$ cat config.mk
export PLATFORM = sky130hd
export DESIGN_NAME = noc_merge_top
export DESIGN_NICKNAME = d
export VERILOG_FILES = /design/src/verilog/noc_merge_pkg.sv /design/src/verilog/noc_flit_fifo.sv /design/src/verilog/noc_merge_top.sv /design/src/verilog/noc_packet_arbiter.sv
export VERILOG_INCLUDE_DIRS = /design/src /design/src/verilog
export SDC_FILE = /design/constraint.sdc
export NUM_CORES = 1
export LEC_CHECK = 0
export ABC_CLOCK_PERIOD_IN_PS = 6000
export CORE_UTILIZATION = 44
export DETAILED_ROUTE_END_ITERATION = 16
export DONT_BUFFER_PORTS = 1
export GPL_ROUTABILITY_DRIVEN = 0
export GPL_TIMING_DRIVEN = 0
export PLACE_DENSITY = 0.67
export SETUP_SLACK_MARGIN = 0.15
export SYNTH_ARGS = -nofsm -noshare
export SYNTH_HDL_FRONTEND = slang
export SYNTH_SLANG_ARGS = --single-unit
$ cat constraint.sdc
create_clock -name clk -period 6 [get_ports clk]
set_clock_uncertainty 0.05 [all_clocks]
set_input_delay 0.9 -clock clk [delete_from_list [all_inputs] [get_ports clk]]
set_output_delay 0.9 -clock clk [all_outputs]
set_load 0.01 [all_outputs]
$ cat src/verilog/noc_merge_config.svh
`ifndef NOC_MERGE_CONFIG_SVH
`define NOC_MERGE_CONFIG_SVH

// Width of one flit data word
`define NOC_FLIT_DATA_WIDTH 32

// Entries in each input port FIFO
`define NOC_FIFO_DEPTH 8

`endif

$ cat src/verilog/noc_merge_pkg.sv
`include "noc_merge_config.svh"

package noc_merge_pkg;

  typedef enum logic [1:0] {
    HEAD   = 2'b00,  // Opens a packet
    BODY   = 2'b01,
    TAIL   = 2'b10,  // Closes a packet
    SINGLE = 2'b11   // Head and tail in one flit
  } noc_flit_kind_e;

  // The same word is read as a header on HEAD and SINGLE flits and as raw data otherwise
  typedef union packed {
    struct packed {
      logic        urgent;
      logic [6:0]  dest_id;
      logic [7:0]  src_id;
      logic [15:0] tag;
    } header;
    logic [`NOC_FLIT_DATA_WIDTH-1:0] payload;
  } noc_flit_data_u;

endpackage

$ cat src/verilog/noc_flit_fifo.sv
`timescale 1ns/10ps
`include "noc_merge_config.svh"

module noc_flit_fifo
  import noc_merge_pkg::*;
#(
  parameter int DEPTH     = `NOC_FIFO_DEPTH,
  parameter int THRESHOLD = DEPTH - 1
)(
  input  logic           clk,
  input  logic           i_arst_n,
  input  logic           i_clear,
  input  logic           i_valid,
  output logic           o_ready,
  input  noc_flit_kind_e i_kind,
  input  noc_flit_data_u i_data,
  output logic           o_head_valid,
  output noc_flit_kind_e o_head_kind,
  output noc_flit_data_u o_head_data,
  input  logic           i_pop,
  output logic           o_almost_full
);

  localparam int AW = (DEPTH > 1) ? $clog2(DEPTH) : 1;
  localparam int CW = $clog2(DEPTH + 1);

  noc_flit_kind_e kind_mem [DEPTH];
  noc_flit_data_u data_mem [DEPTH];

  logic [AW-1:0] wr_ptr;
  logic [AW-1:0] rd_ptr;
  logic [CW-1:0] count;
  logic          empty;
  logic          full;
  logic          push;
  logic          pop;

  function automatic logic [AW-1:0] next_ptr(input logic [AW-1:0] ptr);
    if (ptr == AW'(DEPTH - 1)) begin
      return '0;
    end
    return ptr + 1'b1;
  endfunction

  assign empty = (count == '0);
  assign full  = (count == CW'(DEPTH));

  // A full FIFO still takes a flit when its head leaves in the same cycle
  assign o_ready = ~full | i_pop;

  assign push = i_valid & o_ready;
  assign pop  = i_pop & ~empty;

  assign o_head_valid  = ~empty;
  assign o_head_kind   = kind_mem[rd_ptr];
  assign o_head_data   = data_mem[rd_ptr];
  assign o_almost_full = (count >= CW'(THRESHOLD));

  always_ff @(posedge clk) begin
    if (push) begin
      kind_mem[wr_ptr] <= i_kind;
      data_mem[wr_ptr] <= i_data;
    end
  end

  always_ff @(posedge clk or negedge i_arst_n) begin
    if (!i_arst_n) begin
      wr_ptr <= '0;
      rd_ptr <= '0;
      count  <= '0;
    end else if (i_clear) begin
      wr_ptr <= '0;  // Queued flits are dropped
      rd_ptr <= '0;
      count  <= '0;
    end else begin
      if (push) begin
        wr_ptr <= next_ptr(wr_ptr);
      end
      if (pop) begin
        rd_ptr <= next_ptr(rd_ptr);
      end
      case ({push, pop})
        2'b10:   count <= count + 1'b1;
        2'b01:   count <= count - 1'b1;
        default: count <= count;
      endcase
    end
  end

endmodule

$ cat src/verilog/noc_merge_top.sv
`timescale 1ns/10ps
`include "noc_merge_config.svh"

module noc_merge_top
  import noc_merge_pkg::*;
#(
  parameter int FIFO_DEPTH = `NOC_FIFO_DEPTH
)(
  input  logic           clk,
  input  logic           i_arst_n,
  input  logic           i_clear,
  input  logic           i_in0_valid,
  output logic           o_in0_ready,
  input  noc_flit_kind_e i_in0_kind,
  input  noc_flit_data_u i_in0_data,
  input  logic           i_in1_valid,
  output logic           o_in1_ready,
  input  noc_flit_kind_e i_in1_kind,
  input  noc_flit_data_u i_in1_data,
  output logic           o_in0_almost_full,
  output logic           o_in1_almost_full,
  output logic           o_out_valid,
  input  logic           i_out_ready,
  output noc_flit_kind_e o_out_kind,
  output noc_flit_data_u o_out_data,
  output logic           o_out_port
);

  logic [1:0]     head_valid;
  noc_flit_kind_e head_kind0;
  noc_flit_kind_e head_kind1;
  noc_flit_data_u head_data0;
  noc_flit_data_u head_data1;
  logic [1:0]     pop;

  noc_flit_fifo #(
    .DEPTH  (FIFO_DEPTH)
  ) u_fifo0 (
    .clk            (clk               ),
    .i_arst_n       (i_arst_n          ),
    .i_clear        (i_clear           ),
    .i_valid        (i_in0_valid       ),
    .o_ready        (o_in0_ready       ),
    .i_kind         (i_in0_kind        ),
    .i_data         (i_in0_data        ),
    .o_head_valid   (head_valid[0]     ),
    .o_head_kind    (head_kind0        ),
    .o_head_data    (head_data0        ),
    .i_pop          (pop[0]            ),
    .o_almost_full  (o_in0_almost_full )
  );

  noc_flit_fifo #(
    .DEPTH  (FIFO_DEPTH)
  ) u_fifo1 (
    .clk            (clk               ),
    .i_arst_n       (i_arst_n          ),
    .i_clear        (i_clear           ),
    .i_valid        (i_in1_valid       ),
    .o_ready        (o_in1_ready       ),
    .i_kind         (i_in1_kind        ),
    .i_data         (i_in1_data        ),
    .o_head_valid   (head_valid[1]     ),
    .o_head_kind    (head_kind1        ),
    .o_head_data    (head_data1        ),
    .i_pop          (pop[1]            ),
    .o_almost_full  (o_in1_almost_full )
  );

  noc_packet_arbiter u_arbiter (
    .clk      (clk         ),
    .i_arst_n (i_arst_n    ),
    .i_clear  (i_clear     ),
    .i_req    (head_valid  ),
    .i_kind0  (head_kind0  ),
    .i_kind1  (head_kind1  ),
    .i_data0  (head_data0  ),
    .i_data1  (head_data1  ),
    .o_pop    (pop         ),
    .o_valid  (o_out_valid ),
    .o_kind   (o_out_kind  ),
    .o_data   (o_out_data  ),
    .o_port   (o_out_port  ),
    .i_ready  (i_out_ready )
  );

endmodule

$ cat src/verilog/noc_packet_arbiter.sv
`timescale 1ns/10ps

module noc_packet_arbiter
  import noc_merge_pkg::*;
(
  input  logic           clk,
  input  logic           i_arst_n,
  input  logic           i_clear,
  input  logic [1:0]     i_req,
  input  noc_flit_kind_e i_kind0,
  input  noc_flit_kind_e i_kind1,
  input  noc_flit_data_u i_data0,
  input  noc_flit_data_u i_data1,
  output logic [1:0]     o_pop,
  output logic           o_valid,
  output noc_flit_kind_e o_kind,
  output noc_flit_data_u o_data,
  output logic           o_port,
  input  logic           i_ready
);

  logic [1:0] urgent;
  logic       lock_active;
  logic       lock_port;
  logic       rr_prio;
  logic       grant_port;
  logic       transfer;

  // Only a packet opener carries a header with the urgent bit
  function automatic logic is_urgent(input noc_flit_kind_e kind, input noc_flit_data_u data);
    logic opener;
    opener = (kind == HEAD) || (kind == SINGLE);
    return opener && data.header.urgent;
  endfunction

  assign urgent[0] = i_req[0] & is_urgent(i_kind0, i_data0);
  assign urgent[1] = i_req[1] & is_urgent(i_kind1, i_data1);

  always_comb begin
    grant_port = rr_prio;
    if (lock_active) begin
      grant_port = lock_port;  // An open packet keeps the link
    end else if (|urgent) begin
      grant_port = urgent[rr_prio] ? rr_prio : ~rr_prio;
    end else if (|i_req) begin
      grant_port = i_req[rr_prio] ? rr_prio : ~rr_prio;
    end
  end

  assign o_valid  = i_req[grant_port];
  assign o_kind   = grant_port ? i_kind1 : i_kind0;
  assign o_data   = grant_port ? i_data1 : i_data0;
  assign o_port   = grant_port;
  assign transfer = o_valid & i_ready;

  assign o_pop[0] = transfer & ~grant_port;
  assign o_pop[1] = transfer & grant_port;

  always_ff @(posedge clk or negedge i_arst_n) begin
    if (!i_arst_n) begin
      lock_active <= 1'b0;
      lock_port   <= 1'b0;
      rr_prio     <= 1'b0;
    end else if (i_clear) begin
      lock_active <= 1'b0;
    end else if (transfer) begin
      case (o_kind)
        HEAD: begin
          lock_active <= 1'b1;
          lock_port   <= grant_port;
        end
        TAIL, SINGLE: begin
          lock_active <= 1'b0;
          rr_prio     <= ~grant_port;  // Next packet starts from the other port
        end
        default: begin
          lock_active <= lock_active;
        end
      endcase
    end
  end

endmodule
==> out/results.tsv, run 1 <==
metric	value	unit
power_density	428	nW/um^2
wirelength	48200	um
grt_overflow	0	
reg2reg_to	u_fifo0.data_mem[2][10]	
drcViolationCount	0	
ys_top_cells_by_area	edfxtp_1 73%, mux4_2 14%, dfrtp_1 2.6%	
p_comb_share	26.6	%
swShare	31.4	%
cts_setup_buffers	0	
status	completed	
area_growth	15.3	%
hp-class	in -> async	
cts_made_buffers	54	
startpoint	u_fifo1.rd_ptr[2]	
final_core_util	51.5	%
timing.rr.start	u_fifo1.rd_ptr[2]	
period_share	92.7	%
yosys-top-cells-count	544 x edfxtp_1, 136 x mux4_2, 47 x mux2i_1	
rsz0062_at_grt	no	
max_freq	180	MHz
finalPower	11.1	mW
start_util	44.7	%
ys_types	58	
tightest_slew	1040	ps
cts-root-buf	clkbuf_16	
ioPinCount	114	
vias	10800	
seqPwrFrac	41.8	%
synth-async-reset-ratio	4.06	%
die_h	228	um
cts_hold_buf	1	
rows	82	
endpoint_kind	output pin	
vias_per_cell	5.66	
synth_warnings	0	
worstPathRequired	5050	ps
wl_per_cell	25.3	um
synth-edff-count	544	
hold_violations	0	
nets	1273	
p_sw	3.48	mW
synth_nets	1164	
max-clock-path-buffers	3	
antenna_found_initial	0	
grt_max_degree	24	
cp.arrival	4610	ps
yosysTopAreaCell	edfxtp_1	
p_leak	8.02	nW
synthDominantCellAreaShare	72.8	%
p_int	7.60	mW
worst_r2r_path_depth	11	
startpoint_type	flop	
die-area	51900	um^2
setup_violations	0	
crit_type	reg -> out	
grt_pass1_wl	72200	um
groute.usage.overall	18.8	%
synth.most_common_cell	edfxtp_1	
endpoint	o_out_data[2]	
clock_sinks	567	
drive_above_1_share	25.2	%
cts_resized	0	
dpl.hpwl	33100	um
die_x	228	um
clk_pin_slew	70	ps
ys_ff_latch	567	
grt_pass1_vias	11100	
cts_tree	done	
p_clk_share	31.6	%
finalCriticalPeriod	5560	ps
relSlewSlack	31.0	%
cts.htree.levels	2	
ir_drop	209	uV
core	50300	um^2
synthesis.area	22400	um^2
ys.flop_type	edfxtp_1	
drv_slew	0	
postRouteAntennaNets	0	
rrSetupSlack	1220	ps
io_buffers	0	
seq_area_frac_synth	75.3	%
initialDrtViolationCount	1034	
syn_inst	1078	
insertion_delay	590	ps
maxCapViolCount	0	
path_max_fanout	10	
n_fill_cell	3933	
syn-mean-instance-area	20.8	um^2
first_pass_iters	5	
## critical path, stage by stage, from the launching register on
cell and delay (ps):
dfrtp_1 400, clkbuf_1 530, mux4_2 410, mux2i_2 370
xor2_1 250, o22ai_2 170, a211oi_4 490, inv_2 170
buf_2 250, buf_2 250, a211oi_1 520, a21oi_1 220
## kinds of logic (layout without fill, tap and decap cells)
group	count (synthesis)	in the layout	synth area share [%]
compound gates	114	114	3.52
buf+inv	67	220	1.23
simple gates	126	126	3.10
flops	567	567	75.3
other cells	0	1	0
xor+xnor	6	6	0.234
fa+ha+maj	12	12	0.669
mux	186	186	15.9
## power by group through the flow
stage | sequential [mW] | clock, mW | combinational (mW)
detailed placement | 4.71 | 0 | 2.97
global route | 4.64 | 3.72 | 3.13
floorplan | 4.70 | 0 | 2.00
finish | 4.63 | 3.51 | 2.95
CTS | 4.63 | 3.56 | 2.98
global placement | 4.73 | 0 | 2.87
## flip-flops by register name, summed over array words and instances (netlist names), 3 cells and up
| signal | cells |
|---|---|
| u_fifo0.data_mem | 256 |
| u_fifo1.data_mem | 256 |
| u_fifo0.kind_mem | 16 |
| u_fifo1.kind_mem | 16 |
| u_fifo0.count | 4 |
| u_fifo1.count | 4 |
| u_fifo0.rd_ptr | 3 |
| u_fifo0.wr_ptr | 3 |
| u_fifo1.rd_ptr | 3 |
| u_fifo1.wr_ptr | 3 |
## routing by layer
metal,global-route usage [%],wire length (um),part of all wire (%),up-vias
li1,-,-,-,4724
met1,23.6,19300,40,5660
met2,31.3,23800,49,320
met3,5.60,3740,7.8,71
met4,6.25,1320,2.7,0
met5,0,0,0,-
## how the worst min path moves through the flow
stage                                    from                  end  slack (ps)
after CTS                            i_arst_n     u_fifo0.count[3]          50
after detailed placement    u_arbiter.rr_prio    u_arbiter.rr_prio         510
after global routing                 i_arst_n    u_fifo0.wr_ptr[1]          60
after global placement    u_arbiter.lock_port  u_arbiter.lock_port         510
final                                i_arst_n     u_fifo0.count[3]          70
after floorplan           u_arbiter.lock_port  u_arbiter.lock_port         450
## cell usage in the layout (no fill, tap or decap), types with 17 or more instances in the layout
cell and n:
edfxtp_1 544, mux4_2 136, clkbuf_16 55, mux2i_1 47, clkbuf_1 45, a21oi_1 42, nor2b_1 33, a211oi_1 33
buf_6 32, dfrtp_1 23, nand2_1 19, nor2_1 17
## layout make-up
type | count | area (um^2) | share of cell area, %
repair buffers | 53 | 639 | 2.47
clock inverters | 35 | 423 | 1.63
plain buffers | 60 | 250 | 0.967
clock buffers | 65 | 1410 | 5.46
flip-flops and latches | 567 | 16900 | 65.3
multi-input cells | 444 | 5370 | 20.8
inverters | 7 | 26.3 | 0.102
well taps | 672 | 841 | 3.25
diodes | 1 | 2.50 | 0.00967
## per-stage QoR
| stage | setup slack [ps] | TNS (ps) | hold slack, ps | instances | cell area (um^2) |
|---|---|---|---|---|---|
| floorplan | -338 | -22990 | 452 | 1078 | 22500 |
| global placement | -4260 | -1056790 | 507 | 1750 | 23300 |
| detailed placement | 1040 | 0 | 514 | 1802 | 24000 |
| CTS | 411 | 0 | 52.7 | 1903 | 25900 |
| global route | 180 | 0 | 62.9 | 1903 | 25900 |
| finish | 441 | 0 | 69.5 | 1904 | 25900 |
Power figures use the tool's default switching activity.
==> run 2, diff against run 1 <==
--- a/config.mk
+++ b/config.mk
@@ -6,13 +6,13 @@
 export SDC_FILE = /design/constraint.sdc
 export NUM_CORES = 1
 export LEC_CHECK = 0
-export ABC_CLOCK_PERIOD_IN_PS = 6000
+export ABC_CLOCK_PERIOD_IN_PS = 6800
 export CORE_UTILIZATION = 44
 export DETAILED_ROUTE_END_ITERATION = 16
 export DONT_BUFFER_PORTS = 1
 export GPL_ROUTABILITY_DRIVEN = 0
 export GPL_TIMING_DRIVEN = 0
-export PLACE_DENSITY = 0.67
+export PLACE_DENSITY = 0.65
 export SETUP_SLACK_MARGIN = 0.15
 export SYNTH_ARGS = -nofsm -noshare
 export SYNTH_HDL_FRONTEND = slang
==> constraint.sdc (replaced) <==
create_clock -name clk -period 6.8 [get_ports clk]
set_clock_uncertainty 0.05 [all_clocks]
set_input_delay 1.02 -clock clk [delete_from_list [all_inputs] [get_ports clk]]
set_output_delay 1.02 -clock clk [all_outputs]
set_load 0.01 [all_outputs]
==> run 2 against run 1 <==
Final area shrank 0.51%; total power shrank 13%; sequential share of layout area grew 0.33 points; critical path type unchanged.
==> out/results.tsv, run 2 (same netlist as run 1, synthesis figures left out) <==
metric	value	unit
status	completed	
n_fill_cell	3972	
p_int	6.60	mW
grt_pass1_wl	73900	um
rows	82	
crit_top_cell	buf_2	
max_freq	171	MHz
finalCriticalPeriod	5850	ps
maxCapViolCount	0	
cts_tree	done	
period_share	86.1	%
max-clock-path-buffers	3	
p_leak	7.99	nW
area_growth	14.7	%
setup_violations	0	
cts_made_buffers	54	
power_density	376	nW/um^2
crit_chain	clkbuf_1 > mux4_2 > mux2i_2 > xor2_1 > o22ai_2 > a211oi_4 > inv_2 > buf_2 > buf_2 > a211oi_1 > a21oi_1	
crit_type	reg -> out	
die-area	51900	um^2
placed_area	24000	um^2
worst_r2r_path_depth	12	
slowest_delay	610	ps
fin_area	25700	um^2
drive_above_1_share	25.3	%
p_comb_share	27.0	%
n_antenna_cell	0	
drv_slew	0	
vias_per_cell	5.70	
antenna_found_initial	0	
die_x	228	um
endpoint	o_out_data[3]	
first_pass_iters	5	
worstPathRequired	5730	ps
wl_per_cell	25.8	um
startpoint	u_fifo1.rd_ptr[2]	
wirelength	49200	um
nets	1275	
rrSetupSlack	1840	ps
hold_ws	50.3	ps
reg2reg_to	u_fifo1.data_mem[0][8]	
io_buffers	0	
swShare	31.8	%
multi_input_area	5360	um^2
cts.htree.levels	2	
hp-class	in -> async	
initialDrtViolationCount	889	
cts_setup_buffers	0	
groute.usage.overall	19.3	%
ir_drop	223	uV
p_clk_share	30.8	%
relSlewSlack	32.2	%
cp_top_family	compound AO/OA/AOI/OAI gates	
start_util	44.7	%
insertion_delay	610	ps
tightest_slew	1010	ps
path_buf_inv	4	
rsz0062_at_grt	no	
cts-root-buf	clkbuf_16	
final_core_util	51.2	%
reg_top3	u_fifo0.data_mem (256), u_fifo1.data_mem (256)	
p_sw	3.08	mW
timing.rr.start	u_fifo1.rd_ptr[2]	
final_common_cell	edfxtp_1	
finalPower	9.67	mW
cts_resized	0	
clock_sinks	567	
worstSetupPathDepth	11	
grt_overflow	0	
cp.arrival	4780	ps
die_h	228	um
grt_max_degree	24	
startpoint_type	flop	
vias	10900	
cts_hold_buf	0	
seqPwrFrac	42.2	%
grt_pass1_vias	11300	
ioPinCount	114	
final_cell_mix	544 x edfxtp_1, 136 x mux4_2, 55 x clkbuf_16, 47 x mux2i_1, 44 x clkbuf_1	
regArea	16900	um^2
endpoint_kind	output pin	
drcViolationCount	0	
core	50300	um^2
crit_slowest_cell	clkbuf_1	
clk_pin_slew	60	ps
dpl.hpwl	33500	um
hold_violations	0	
postRouteAntennaNets	0	
path_max_fanout	10	
==> run 2: changes by cell type in the layout (fill, tap and decap cells not counted), sizes merged <==
cell / before / now
buf: 78 / 80
bufinv: 9 / 6
clkbuf: 100 / 99
clkinv: 22 / 26
clkinvlp: 4 / 0
diode: 1 / 0
inv: 7 / 9
==> run 2: cell type report <==
| class | count | share of cell area [%] |
|---|---|---|
| sequential | 567 | 65.7 |
| multi-input combinational | 444 | 20.8 |
| clock buffer | 64 | 5.48 |
| tap | 672 | 3.27 |
| timing repair buffer | 55 | 2.39 |
| clock inverter | 34 | 1.28 |
| buffer | 60 | 0.972 |
| inverter | 7 | 0.102 |
==> run 2: worst min path at each step <==
| stage | startpoint | endpoint | cells after the start |
|---|---|---|---|
| after floorplan | u_arbiter.lock_port | u_arbiter.lock_port | 2 |
| after global placement | u_arbiter.lock_port | u_arbiter.lock_port | 2 |
| after detailed placement | u_arbiter.lock_port | u_arbiter.lock_port | 2 |
| after CTS | i_arst_n | u_fifo0.count[3] | 0 |
| after global routing | i_arst_n | u_fifo0.count[3] | 0 |
| final | i_arst_n | u_fifo0.rd_ptr[0] | 0 |
==> run 2: power groups by stage <==
stage | combinational [mW] | sequential, mW | clock [mW]
6_report | 2.61 | 4.09 | 2.98
5_1_grt | 2.79 | 4.10 | 3.14
4_1_cts | 2.65 | 4.09 | 3.03
3_5_place_dp | 2.64 | 4.16 | 0
3_3_place_gp | 2.57 | 4.18 | 0
2_1_floorplan | 1.76 | 4.15 | 0
==> run 2: per-stage QoR <==
stage	setup TNS (ps)	std cells	worst slack, ps
finish	0	1903	946
global route	0	1903	688
CTS	0	1903	895
detailed placement	0	1805	1570
global placement	-832640	1750	-3660
floorplan	0	1078	462
==> run 2: routing by layer <==
layer	global-route usage, %	routed length [um]	up-vias
li1	-	-	4715
met1	24.7	19800	5789
met2	32.6	25000	273
met3	4.52	3090	75
met4	6.54	1250	0
met5	0	0	-
